[src/rtl/ddr3_app_pkg.sv]
`default_nettype none

package ddr3_app_pkg;

        // controller command encoding, as seen on app_cmd
        typedef enum logic [2:0] {
                CMD_WR = 3'b000,
                CMD_RD = 3'b001
        } app_cmd_e;

        // application address: {rank, bank, row/column}
        localparam int APP_ADDR_W = 28;
        typedef logic [APP_ADDR_W-1:0] app_addr_t;

        // one user data word, write or read side
        localparam int APP_DATA_W = 128;
        typedef logic [APP_DATA_W-1:0] app_data_t;

endpackage : ddr3_app_pkg

`default_nettype wire

[src/rtl/tg_pkg.sv]
`default_nettype none

package tg_pkg;

        localparam int BANK_W = 3;
        typedef logic [BANK_W-1:0] bank_t;

        localparam int COL_W = 24;
        typedef logic [COL_W-1:0] col_t;

        // phase of the test sequence
        typedef enum logic [1:0] {
                ST_IDLE,
                ST_WRITE,
                ST_READ
        } tg_state_e;

        localparam int ROUND_W = 16;
        typedef logic [ROUND_W-1:0] round_t;

        // pattern fields inside the data word
        localparam int PAT_BANK_W = 8;
        localparam int PAT_BEAT_W = 16;
        typedef logic [PAT_BEAT_W-1:0] beat_t;

        // bank number on top, beat index at the bottom, zeros between
        function automatic ddr3_app_pkg::app_data_t make_pattern(bank_t b, beat_t beat);
                ddr3_app_pkg::app_data_t w;
                w = '0;
                w[ddr3_app_pkg::APP_DATA_W-1 -: PAT_BANK_W] = PAT_BANK_W'(b);
                w[PAT_BEAT_W-1:0] = beat;
                return w;
        endfunction

endpackage : tg_pkg

`default_nettype wire

[src/rtl/tg_phase_fsm.sv]
`timescale 1ns/1ps
`default_nettype none

module tg_phase_fsm #(
        parameter int NUM_BANKS = 8
) (
        input  logic              ui_clk,
        input  logic              ui_clk_sync_rst,
        input  logic              init_calib_complete,
        input  logic              bank_done,
        output tg_pkg::tg_state_e phase,
        output tg_pkg::bank_t     bank
);

        import tg_pkg::*;

        tg_state_e state;
        tg_state_e state_nxt;
        bank_t     bank_q;
        logic      last_bank;

        // wrap point of the bank counter
        assign last_bank = (bank_q == bank_t'(NUM_BANKS - 1));

        // ********************
        // phase state
        // ********************

        always_comb begin
                state_nxt = state;
                case (state)
                        ST_IDLE: begin
                                // start writing once the controller is calibrated
                                if (init_calib_complete) begin
                                        state_nxt = ST_WRITE;
                                end
                        end
                        ST_WRITE: begin
                                if (bank_done && last_bank) begin
                                        state_nxt = ST_READ;
                                end
                        end
                        ST_READ: begin
                                // back to writing bank 0, next round
                                if (bank_done && last_bank) begin
                                        state_nxt = ST_WRITE;
                                end
                        end
                        default: begin
                                state_nxt = ST_IDLE;
                        end
                endcase
        end

        always_ff @(posedge ui_clk or posedge ui_clk_sync_rst) begin
                if (ui_clk_sync_rst) begin
                        state <= ST_IDLE;
                end else begin
                        state <= state_nxt;
                end
        end

        // ********************
        // bank counter
        // ********************

        // steps right at the bank_done edge, no gap between banks
        always_ff @(posedge ui_clk or posedge ui_clk_sync_rst) begin
                if (ui_clk_sync_rst) begin
                        bank_q <= '0;
                end else if (bank_done) begin
                        if (last_bank) begin
                                bank_q <= '0;
                        end else begin
                                bank_q <= bank_q + bank_t'(1);
                        end
                end
        end

        assign phase = state;
        assign bank  = bank_q;

endmodule : tg_phase_fsm

`default_nettype wire

[src/rtl/tg_cmd_gen.sv]
`timescale 1ns/1ps
`default_nettype none

module tg_cmd_gen #(
        parameter int COL_STRIDE = 8,
        parameter int COL_LIMIT  = 800
) (
        input  logic                    ui_clk,
        input  logic                    ui_clk_sync_rst,
        input  tg_pkg::tg_state_e       phase,
        input  tg_pkg::bank_t           bank,
        input  logic                    app_rdy,
        input  logic                    app_wdf_rdy,
        output logic                    app_en,
        output ddr3_app_pkg::app_cmd_e  app_cmd,
        output ddr3_app_pkg::app_addr_t app_addr,
        output logic                    app_wdf_wren,
        output logic                    app_wdf_end,
        output ddr3_app_pkg::app_data_t app_wdf_data,
        output logic                    bank_done
);

        import ddr3_app_pkg::*;
        import tg_pkg::*;

        localparam col_t LAST_COL = col_t'(COL_LIMIT - COL_STRIDE);

        col_t  col;
        beat_t beat;
        logic  wr_go;
        logic  rd_go;
        logic  accept;

        // ********************
        // command handshake
        // ********************

        // write needs both command and write data FIFO space
        assign wr_go  = (phase == ST_WRITE) && app_rdy && app_wdf_rdy;
        assign rd_go  = (phase == ST_READ) && app_rdy;
        assign accept = wr_go || rd_go;

        assign app_en       = accept;
        assign app_wdf_wren = wr_go;
        // single beat per command, so end follows wren
        assign app_wdf_end  = wr_go;

        always_comb begin
                if (phase == ST_READ) begin
                        app_cmd = CMD_RD;
                end else begin
                        app_cmd = CMD_WR;
                end
        end

        assign bank_done = accept && (col == LAST_COL);

        // ********************
        // column and beat counters
        // ********************

        // beat tracks col / COL_STRIDE without a divider
        always_ff @(posedge ui_clk or posedge ui_clk_sync_rst) begin
                if (ui_clk_sync_rst) begin
                        col  <= '0;
                        beat <= '0;
                end else if (bank_done) begin
                        col  <= '0;
                        beat <= '0;
                end else if (accept) begin
                        col  <= col + col_t'(COL_STRIDE);
                        beat <= beat + beat_t'(1);
                end
        end

        // address is {0, bank, column}
        assign app_addr = {1'b0, bank, col};

        assign app_wdf_data = make_pattern(bank, beat);

endmodule : tg_cmd_gen

`default_nettype wire

[src/rtl/tg_rd_checker.sv]
`timescale 1ns/1ps
`default_nettype none

module tg_rd_checker #(
        parameter int NUM_BANKS  = 8,
        parameter int COL_LIMIT  = 800,
        parameter int COL_STRIDE = 8
) (
        input  logic                    ui_clk,
        input  logic                    ui_clk_sync_rst,
        input  ddr3_app_pkg::app_data_t app_rd_data,
        input  logic                    app_rd_data_valid,
        output logic                    tg_compare_error,
        output tg_pkg::round_t          round_count
);

        import ddr3_app_pkg::*;
        import tg_pkg::*;

        // read beats per bank in one pass
        localparam int BEATS = COL_LIMIT / COL_STRIDE;

        bank_t     exp_bank;
        beat_t     exp_beat;
        app_data_t exp_data;
        logic      mismatch;
        logic      last_beat;
        logic      last_bank;

        // ********************
        // expected word
        // ********************

        assign exp_data  = make_pattern(exp_bank, exp_beat);
        assign mismatch  = app_rd_data_valid && (app_rd_data != exp_data);
        assign last_beat = (exp_beat == beat_t'(BEATS - 1));
        assign last_bank = (exp_bank == bank_t'(NUM_BANKS - 1));

        // data comes back in command order, so just count along
        always_ff @(posedge ui_clk or posedge ui_clk_sync_rst) begin
                if (ui_clk_sync_rst) begin
                        exp_bank <= '0;
                        exp_beat <= '0;
                end else if (app_rd_data_valid) begin
                        if (last_beat) begin
                                exp_beat <= '0;
                                if (last_bank) begin
                                        exp_bank <= '0;
                                end else begin
                                        exp_bank <= exp_bank + bank_t'(1);
                                end
                        end else begin
                                exp_beat <= exp_beat + beat_t'(1);
                        end
                end
        end

        // ********************
        // result
        // ********************

        // sticky until reset
        always_ff @(posedge ui_clk or posedge ui_clk_sync_rst) begin
                if (ui_clk_sync_rst) begin
                        tg_compare_error <= 1'b0;
                end else if (mismatch) begin
                        tg_compare_error <= 1'b1;
                end
        end

        // one round = every beat of every bank read back
        always_ff @(posedge ui_clk or posedge ui_clk_sync_rst) begin
                if (ui_clk_sync_rst) begin
                        round_count <= '0;
                end else if (app_rd_data_valid && last_beat && last_bank) begin
                        round_count <= round_count + round_t'(1);
                end
        end

endmodule : tg_rd_checker

`default_nettype wire

[src/rtl/ddr3_traffic_top.sv]
`timescale 1ns/1ps
`default_nettype none

module ddr3_traffic_top #(
        parameter int NUM_BANKS  = 8,
        parameter int COL_STRIDE = 8,
        parameter int COL_LIMIT  = 800
) (
        input  logic                    ui_clk,
        input  logic                    ui_clk_sync_rst,

        // from the memory controller
        input  logic                    init_calib_complete,
        input  logic                    app_rdy,
        input  logic                    app_wdf_rdy,
        input  ddr3_app_pkg::app_data_t app_rd_data,
        input  logic                    app_rd_data_valid,

        // to the memory controller
        output logic                    app_en,
        output ddr3_app_pkg::app_cmd_e  app_cmd,
        output ddr3_app_pkg::app_addr_t app_addr,
        output logic                    app_wdf_wren,
        output ddr3_app_pkg::app_data_t app_wdf_data,
        output logic                    app_wdf_end,

        // status
        output logic                    tg_compare_error,
        output tg_pkg::round_t          round_count
);

        import tg_pkg::*;

        tg_state_e phase;
        bank_t     bank;
        logic      bank_done;

        // ********************
        // decode
        // ********************

        tg_phase_fsm #(
                .NUM_BANKS (NUM_BANKS)
        ) u_phase_fsm (
                .ui_clk              (ui_clk),
                .ui_clk_sync_rst     (ui_clk_sync_rst),
                .init_calib_complete (init_calib_complete),
                .bank_done           (bank_done),
                .phase               (phase),
                .bank                (bank)
        );

        // ********************
        // execute
        // ********************

        tg_cmd_gen #(
                .COL_STRIDE (COL_STRIDE),
                .COL_LIMIT  (COL_LIMIT)
        ) u_cmd_gen (
                .ui_clk          (ui_clk),
                .ui_clk_sync_rst (ui_clk_sync_rst),
                .phase           (phase),
                .bank            (bank),
                .app_rdy         (app_rdy),
                .app_wdf_rdy     (app_wdf_rdy),
                .app_en          (app_en),
                .app_cmd         (app_cmd),
                .app_addr        (app_addr),
                .app_wdf_wren    (app_wdf_wren),
                .app_wdf_end     (app_wdf_end),
                .app_wdf_data    (app_wdf_data),
                .bank_done       (bank_done)
        );

        // ********************
        // result
        // ********************

        // only sees the read return path
        tg_rd_checker #(
                .NUM_BANKS  (NUM_BANKS),
                .COL_LIMIT  (COL_LIMIT),
                .COL_STRIDE (COL_STRIDE)
        ) u_rd_checker (
                .ui_clk            (ui_clk),
                .ui_clk_sync_rst   (ui_clk_sync_rst),
                .app_rd_data       (app_rd_data),
                .app_rd_data_valid (app_rd_data_valid),
                .tg_compare_error  (tg_compare_error),
                .round_count       (round_count)
        );

endmodule : ddr3_traffic_top

`default_nettype wire

[config.mk]
export PLATFORM = sky130hd
export DESIGN_NAME = ddr3_traffic_top
export DESIGN_NICKNAME = d
export VERILOG_FILES = /design/src/rtl/ddr3_app_pkg.sv /design/src/rtl/tg_pkg.sv /design/src/rtl/tg_phase_fsm.sv /design/src/rtl/tg_cmd_gen.sv /design/src/rtl/tg_rd_checker.sv /design/src/rtl/ddr3_traffic_top.sv
export SDC_FILE = /design/constraint.sdc
export NUM_CORES = 1
export LEC_CHECK = 0
export ABC_AREA = 1
export BUFFER_PORTS_ARGS = -buffer_cell sky130_fd_sc_hd__buf_2
export CAP_MARGIN = 25
export CORE_AREA = 2 2 123 125
export CTS_BUF_LIST = sky130_fd_sc_hd__clkbuf_4 sky130_fd_sc_hd__clkbuf_8
export CTS_CLUSTER_DIAMETER = 120
export DETAILED_ROUTE_END_ITERATION = 10
export DIE_AREA = 0 0 125 127
export PLACE_DENSITY = 0.73
export REMOVE_ABC_BUFFERS = 1
export SETUP_SLACK_MARGIN = 0.1
export SYNTH_ARGS = -nofsm -noshare
export SYNTH_HDL_FRONTEND = slang
export SYNTH_SLANG_ARGS = --single-unit
[constraint.sdc]
create_clock -name ui_clk -period 4.5 [get_ports ui_clk]
set_input_delay 0.45 -clock ui_clk [delete_from_list [all_inputs] [get_ports ui_clk]]
set_output_delay 0.45 -clock ui_clk [all_outputs]
set_load 0.05 [all_outputs]
[After elaboration in Yosys (flattened, before gate mapping)]
Cells that the tools add are included.
Storage, ports and cells
  register bits after elaboration: 81
  bits in latches: 0
  memory bits (writable): 0
  memory bits (read-only): 0
  input port bits: 134
  output and inout port bits: 179
  logic and storage cells: 49
  memories kept: 0
Operators by class
  add/sub/neg operators: 6
  multiply operators: 0
  div/mod/pow operators: 0
  $lt $le $gt $ge: 0
  eq/ne operators: 10
  shift-type cells: 0
  multiplexer cells: 12
  bitwise gates (word level): 0
  reductions and logical operators: 13
Operator list (number)
  != test 128 x 123 -> 1 bit: 1
  adder 16 x 1 -> 16 bit (second input constant): 3
  2-to-1 mux 16 bit: 3
  2-to-1 mux 24 bit: 2
  adder 24 x 4 -> 24 bit (second input constant): 1
  equality test 24 x 10 -> 1 bit (second input constant): 1
  equality test 16 x 7 -> 1 bit (second input constant): 1
  logical AND 1 bit: 8
  adder 3 x 1 -> 3 bit (second input constant): 2
  equality test 3 bit (second input constant): 2
  2-to-1 mux 2 bit: 3
  2-to-1 mux 3 bit: 2
  != test 2 bit (second input constant): 3
  case mux 2 bit (3 select lines): 1
  AND reduction 3 bit: 1
  equality test 2 x 1 -> 1 bit (second input constant): 1
  equality test 2 bit (second input constant): 1
  zero test 2 bit: 1
  AND reduction 2 bit: 1
  nonzero test 2 bit: 1
  logical OR 1 bit: 1
  2-to-1 mux 1 bit: 1

[Longest topological paths before layout]
Gate-level depths: netlist of the first run.
  word-level depth: 8
  depth in mapped cells: 11
  mapped depth without buffers: 11

[Modules after synthesis]
Synthesis of the first run repeated with hierarchy kept, for this count alone.
Unflattened totals
  cell total of the unflattened synthesis: 898
  area, all modules: 6174.7 sq um
By module, submodules not included
  tg_cmd_gen: instances 1, cells an instance 460, area an instance 3249.4 sq um, sequential area each 925.9 sq um
  tg_rd_checker: instances 1, cells an instance 411, area an instance 2683.8 sq um, sequential area each 900.9 sq um
  tg_phase_fsm: instances 1, cells an instance 27, area an instance 241.5 sq um, sequential area each 125.1 sq um

[Worst setup path before layout of the first run]
OpenSTA, ideal clock, no wires.
  kind: register -> output
  start point: reg u_phase_fsm.state[0] (netlist: u_phase_fsm.phase[0])
  end point: out app_en
  arrival: 1.586 ns
  required time: 4.050 ns
  slack: 2.464 ns
  stages on the path, launching flop included: 6
  buffers on the path: 2
  cell sequence: dfrtp_1 > nor2_2 > nand2_1 > nand2_2 > buf_4 > buf_2
Between the ends
  word-level cells in the longest chain between the ends: 4
  elaborated cells between the ends (all ways): 6
  those cells by class: eq/ne: 2; reduce/logical: 4
Ends and longest elaborated chain
  from (decl): line tg_phase_fsm.sv:17  | tg_state_e state;
  from (signal assigned): line tg_phase_fsm.sv:59  | state <= state_nxt;
  equality test 2 x 1 -> 1 bit: line tg_cmd_gen.sv:39  | assign wr_go = (phase == ST_WRITE) && app_rdy && app_wdf_rdy;
  logical AND 1 bit (2 in series): line tg_cmd_gen.sv:39
  logical OR 1 bit (*): line tg_cmd_gen.sv:41  | assign accept = wr_go || rd_go;
  to (decl): line ddr3_traffic_top.sv:20  | output logic app_en,
Every way passes the cells marked *; elsewhere a longest branch is shown, timed or not.

[Worst setup path in the final report of the first run]
Ends and elaborated chain as after synthesis.

==> run summary, run 1 <==
status - completed
commonest non-fill, non-tap cells in the layout - buf_2 (197), nand2_1 (188), nor2_1 (137)
CTS Buffer Depth - 2
syn avg cell area - 6.98 µm²
Die H - 127 µm
sw frac - 49.4%
register area - 1950 µm²
Worst setup EP type - primary output
post-DR vias/cell - 4.59
Final ANT Viol Nets - 0
startpoint types - register
Worst EP arrival - 1.99 ns
main flop type after synthesis - dfrtp_1
CTS tree - done
Setup Crit Path Kind - reg2out
highest clock rate - 410 MHz
Seq pwr share - 36.2%
Post-Syn Area - 6080 µm²
residual DRC count - 0
detailed-route via count - 5786
Final Critical Period - 2.44 ns
Port Buffer Count - 197
post-synthesis simple-gate area fraction - 33.9%
maxcap violations - 0
CTS sink cnt - 78
Synth Area in Compound Gates - 5.49%
layout cell share with drive strength beyond 1 - 23.2%
Initial Util - 42.2%
core area - 14400 µm²
die area - 15900 µm²
commonest non-fill, non-tap cell in the layout - buf_2
pwr dens - 388 nW/µm²
DR pass1 iterations - 5
FP Rows - 44
setup ws final - 2.06 ns
HP Class - in2reg
M1 GR Usage - 23.7%
Post-Synth XOR/XNOR Area - 5.18%
switching power - 1.34 mW
Post-Route WL - 15700 µm
adder-cell share of the synthesized area - 1.65%
met2 usage - 33.5%
Clock Tree Root - clkbuf_8
internal power contribution - 1.38 mW
main combinational cell family by area after synthesis - simple AND/OR/NAND/NOR gates
WL per Instance - 12.4 µm
GP Congestion - 0.868
Initial DRC Count - 274
CP max FO - 40
ys async rst share - 100%
Gate power share - 43.7%
first-pass GRT wire length - 24600 µm
largest net degree at the start of global routing - 47
YS warnings - 0
vias in the first global route - 5231
Area Growth Syn to Fin - 15.3%
measured slew at the worst slew-check pin - 0.771 ns
GRT met3 Usage - 3.77%
Post-synth EDFFs - 0
synthesized flop and latch total - 78
post-DP HPWL - 12500 µm
multi-input combinational cell area - 3250 µm²
total grt overflow - 0
Worst-path clk slew - 0.08 ns
die width - 125 µm
pre-CTS WS - 2.35 ns
post-synth cell types - 40
RSZ-0062 raised after global routing - no
Layout Nets - 1213
# setup viols final - 0
Lkg Pwr - 3.83 nW
r2r setup slk - 2.38 ns
Final period util - 54.2%
Filler Cell Count - 1474
multiplexer share of the synthesized area - 0%
gr busiest metal - met2
initial antenna violation count - 1
TritonCTS Buffers - 9
clock power share - 20.1%
max-slew violation count - 0
Hold Vio Cnt, Final - 0
latest clock arrival within the worst-skew pair - 0.35 ns
register area share after synthesis - 32.1%
data required time of the worst path - 4.05 ns
Post-CTS Setup Repair Bufs - 0
H-tree Lvls - 3
Setup Skew - 0.00884 ns
GRT Overall Usage - 18.8%
Inserted Diodes - 0
setup_tns - 0 ns
I/O Pins - 313
Slew headroom - 48.4%
Cells after Synth - 872
Worst VDD drop - 0.000478 V
## synthesized netlist by cell type (2+ instances only)
cell,instances,share of area [%]
nand2_1,188,12
nor2_1,137,8.5
buf_4,122,15
inv_1,87,5.4
dfrtp_1,78,32
nand3_1,46,3.8
o21ai_0,35,2.9
nand4_1,31,3.2
nor3_1,30,2.5
xor2_1,27,3.9
a21oi_1,17,1.4
xnor2_1,9,1.3
ha_1,8,1.6
inv_2,8,0.49
nand2_2,8,0.82
nor2_2,5,0.51
or2_2,5,0.51
o21a_1,3,0.37
buf_2,2,0.16
buf_6,2,0.37
nand3b_1,2,0.25
nor3_4,2,0.53
nor3b_1,2,0.25
o21ai_1,2,0.16
## layout make-up
cell class                      count  share of cell area (%)
Sequential cell                    78                    27.8
Clock buffer                       10                    1.96
Timing Repair Buffer              200                    14.6
Clock inverter                      6                   0.874
Multi-Input combinational cell    685                    46.3
Tap cell                          184                    3.28
Inverter                           97                    5.22
## power by group through the flow
stage	registers, mW	clock network, mW	logic (mW)
floorplan	1.22	0	0.667
global placement	0.995	0	1.17
detailed placement	0.996	0	1.18
CTS	0.983	0.571	1.19
global route	1.01	0.592	1.29
finish	0.986	0.546	1.19
## through the flow
step	hold slack [ns]	instances	instance area (µm²)	utilization, %	power, mW
after floorplan	0.463	860	5560	-	1.89
after global placement	0.447	1242	6790	47.1	2.16
after detailed placement	0.458	1242	6790	47.1	2.18
after CTS	0.340	1258	6990	48.4	2.74
after global routing	0.400	1260	7020	48.6	2.89
final	0.364	1260	7020	48.6	2.72
## registers in the layout, summed over array words and instances (netlist names)
signal	cells
u_rd_checker.tg_compare_error	1
u_rd_checker.exp_bank	3
u_rd_checker.exp_beat	16
u_cmd_gen.col	21
u_rd_checker.round_count	16
u_phase_fsm.bank	3
u_phase_fsm.phase	2
u_cmd_gen.beat	16
## timing repair
action,CTS,global route
gates resized for setup,0,0
hold buffers,0,1
hold endpoints to repair,0,1
## path summary, 6_finish.rpt
check,startpoint,end,cells after the start
setup reg to reg,u_phase_fsm.phase[0],u_cmd_gen.beat[9],9
hold / removal,init_calib_complete,u_phase_fsm.phase[0],3
min in group asynchronous,ui_clk_sync_rst,u_phase_fsm.phase[0],3
max in group asynchronous,ui_clk_sync_rst,u_rd_checker.round_count[3],4
setup / recovery,u_phase_fsm.phase[0],app_en,5
hold reg to reg,u_rd_checker.tg_compare_error,u_rd_checker.tg_compare_error,2
## kinds of logic (layout without fill, tap and decap cells)
kind of cell / count (synthesis) / count (layout)
other cells: 1 / 115
flops: 78 / 78
buf+inv: 223 / 313
xor+xnor: 36 / 36
fa+ha+maj: 8 / 8
simple gates: 464 / 464
compound gates: 62 / 62
## layer usage
layer / wire length, µm / vias up / part of all wire [%]
met1: 6560 / 2633 / 42
met4: 156 / 0 / 1.0
li1: - / 2930 / -
met5: 0 / - / 0
met2: 7900 / 208 / 50
met3: 1060 / 15 / 6.8
## worst max-delay path: stages, from the launching register on
cell     delay, ns
dfrtp_1       0.40
inv_2         0.05
nor2_1        0.08
nand3_1       0.11
nand2_2       0.59
buf_2         0.39
Note: power is estimated with default switching activity, not from simulation.
==> run 2: changes to the inputs <==
--- a/config.mk
+++ b/config.mk
@@ -8,12 +8,13 @@
 export ABC_AREA = 1
 export BUFFER_PORTS_ARGS = -buffer_cell sky130_fd_sc_hd__buf_2
 export CAP_MARGIN = 25
-export CORE_AREA = 2 2 123 125
+export CORE_ASPECT_RATIO = 0.9
+export CORE_MARGIN = 2
+export CORE_UTILIZATION = 43
 export CTS_BUF_LIST = sky130_fd_sc_hd__clkbuf_4 sky130_fd_sc_hd__clkbuf_8
 export CTS_CLUSTER_DIAMETER = 120
 export DETAILED_ROUTE_END_ITERATION = 10
-export DIE_AREA = 0 0 125 127
-export PLACE_DENSITY = 0.73
+export PLACE_DENSITY = 0.77
 export REMOVE_ABC_BUFFERS = 1
 export SETUP_SLACK_MARGIN = 0.1
 export SYNTH_ARGS = -nofsm -noshare
==> constraint.sdc (replaced) <==
create_clock -name ui_clk -period 2.1 [get_ports ui_clk]
set_input_delay 0.21 -clock ui_clk [delete_from_list [all_inputs] [get_ports ui_clk]]
set_output_delay 0.21 -clock ui_clk [all_outputs]
set_load 0.05 [all_outputs]
==> run 2 against run 1 <==
Critical path depth up 1. Clock power up 100%. Non-clock buffer count up 2. Setup slack worse by 1.8 ns. Sequential share of layout area down 0.074 points. Critical endpoint unchanged.
==> run summary, run 2 (synthesis results as in run 1) <==
layout cell share with drive strength beyond 1 - 23.2% (-0.071 points)
worst r2r src - u_rd_checker.exp_beat[0]
pre-CTS WS - 0.374 ns (-1.98 ns)
post-DP HPWL - 12100 µm (-3.2%)
I/O Pins - 313 (unchanged)
GP Congestion - 0.878 (+1.1%)
Setup Skew - 0.00869 ns (-0.000147 ns)
Final Util - 50.6% (+2.0 points)
CP max stage delay - 0.40 ns (-0.19 ns)
Post-CTS Setup Repair Bufs - 0 (unchanged)
highest clock rate - 541 MHz
CTS sink cnt - 78 (unchanged)
CP max stage cell - dfrtp_1
CTS Buffer Depth - 2 (unchanged)
Final period util - 88.0%
measured slew at the worst slew-check pin - 0.591 ns (-0.180 ns)
Worst-path clk slew - 0.07 ns (about the same)
Final ANT Viol Nets - 0 (unchanged)
max-slew violation count - 0 (unchanged)
reg2reg path depth - 8 (-1)
GRT Overall Usage - 19.4% (+0.66 points)
residual DRC count - 0 (unchanged)
Biggest register - u_cmd_gen.col
# setup viols final - 0 (unchanged)
Worst VDD drop - 0.000987 V (+110%)
Filler Cell Count - 1413 (-4.1%)
largest net degree at the start of global routing - 63 (+34%)
Port Buffer Count - 197 (unchanged)
Area Growth Syn to Fin - 15.6%
Cell Count Post-Placement - 1254 (+0.97%)
vias in the first global route - 5070 (-3.1%)
data required time of the worst path - 1.89 ns (-2.16 ns)
die area - 15100 µm² (-4.8%)
Die H - 117 µm (-8.0%)
total grt overflow - 0 (unchanged)
TritonCTS Buffers - 9 (unchanged)
startpoint types - register
Hold Crit Depth - 3 (unchanged)
detailed-route via count - 5670 (-2.0%)
Setup Crit Path Kind - reg2out
max reg flops - 21 (unchanged)
crit-path cells - inv_2 -> nor2_1 -> nand3_1 -> nand2_4 -> buf_6 -> buf_4
commonest non-fill, non-tap cells in the layout - buf_2 (196), nand2_1 (188), nor2_1 (137)
multi-input combinational cell area - 3250 µm² (+0.15%)
Layout Nets - 1215 (+0.16%)
initial antenna violation count - 0 (-1)
Lkg Pwr - 3.83 nW (+0.14%)
RSZ-0062 raised after global routing - no
status - completed
commonest non-fill, non-tap cell in the layout - buf_2
pwr dens - 822 nW/µm² (+110%)
r2r setup slk - 0.34 ns (-2.04 ns)
Clock Tree Root - clkbuf_8
register area - 1950 µm² (unchanged)
CP max FO - 15 (-63%)
post-DR vias/cell - 4.47 (-2.6%)
CTS tree - done
H-tree Lvls - 3 (unchanged)
FP Rows - 41 (-6.8%)
worst hold path startpoint - init_calib_complete
DR pass1 iterations - 4 (-1)
first-pass GRT wire length - 23200 µm (-5.4%)
Initial Util - 43.8% (+1.6 points)
worst r2r dst - u_rd_checker.exp_beat[12]
Hold Vio Cnt, Final - 0 (unchanged)
latest clock arrival within the worst-skew pair - 0.36 ns (about the same)
setup ws final - 0.253 ns (-1.81 ns)
Inserted Diodes - 0 (unchanged)
die width - 129 µm (+3.5%)
non-filler instance count after layout - 1268 (+0.63%)
Worst EP arrival - 1.64 ns (-0.35 ns)
Final Critical Period - 1.85 ns
Slew headroom - 60.3% (+12 points)
core area - 13900 µm² (-3.6%)
Worst setup EP type - primary output
hold path endpoint - u_phase_fsm.phase[0]
maxcap violations - 0 (unchanged)
WL per Instance - 11.9 µm (-4.7%)
Post-Route WL - 15000 µm (-4.1%)
Initial DRC Count - 229 (-16%)
HP Class - in2reg
==> run 2: worst max-delay path by stage <==
stage | start | slack [ns] | endpoint
final | u_phase_fsm.phase[0] | 0.25 | app_en
after global routing | u_phase_fsm.phase[0] | 0.12 | app_en
after CTS | u_phase_fsm.phase[0] | 0.15 | app_en
after detailed placement | u_rd_checker.exp_beat[0] | 0.37 | u_rd_checker.exp_beat[12]
after global placement | u_rd_checker.exp_beat[0] | 0.44 | u_rd_checker.round_count[9]
after floorplan | u_phase_fsm.phase[0] | -0.30 | u_phase_fsm.bank[0]
==> run 2: power by group <==
group	switching, mW	internal, mW
clock	0.526	0.574
sequential	0.349	1.76
combinational	1.95	0.618
==> run 2: what timing repair did <==
item	in CTS	in global routing
setup endpoints to repair	1	1
gates resized for setup	1	2
hold buffers	1	0
endpoints found under the hold margin	16	0
==> run 2: cell type report <==
class,instances,share of cell area (%)
clock buffers,11,2.06
flip-flops and latches,78,27.7
repair buffers,202,14.8
well taps,193,3.43
clock inverters,2,0.498
inverters,97,5.21
multi-input cells,685,46.2
==> run 2: critical path, delay by kind of cell, from the launching register on <==
family        cells  cell delay, ns
simple gates      3            0.41
flops             1            0.40
buf+inv           3            0.47
==> run 2: metrics by stage <==
step	cell area (µm²)	hold slack (ns)	setup TNS (ns)	power (mW)
floorplan	5560	0.320	-13.12	4.04
global placement	6830	0.210	0	4.64
detailed placement	6830	0.217	0	4.68
CTS	7030	0.109	0	5.80
global route	7040	0.109	0	6.17
finish	7040	0.115	0	5.78
==> run 2: layer usage <==
metal	global-route usage, %	wire [µm]	part of all wire, %
met1	23.4	6300	42
met2	34.6	7450	50
met3	4.59	1100	7.3
met4	6.23	189	1.3
met5	0	0	0
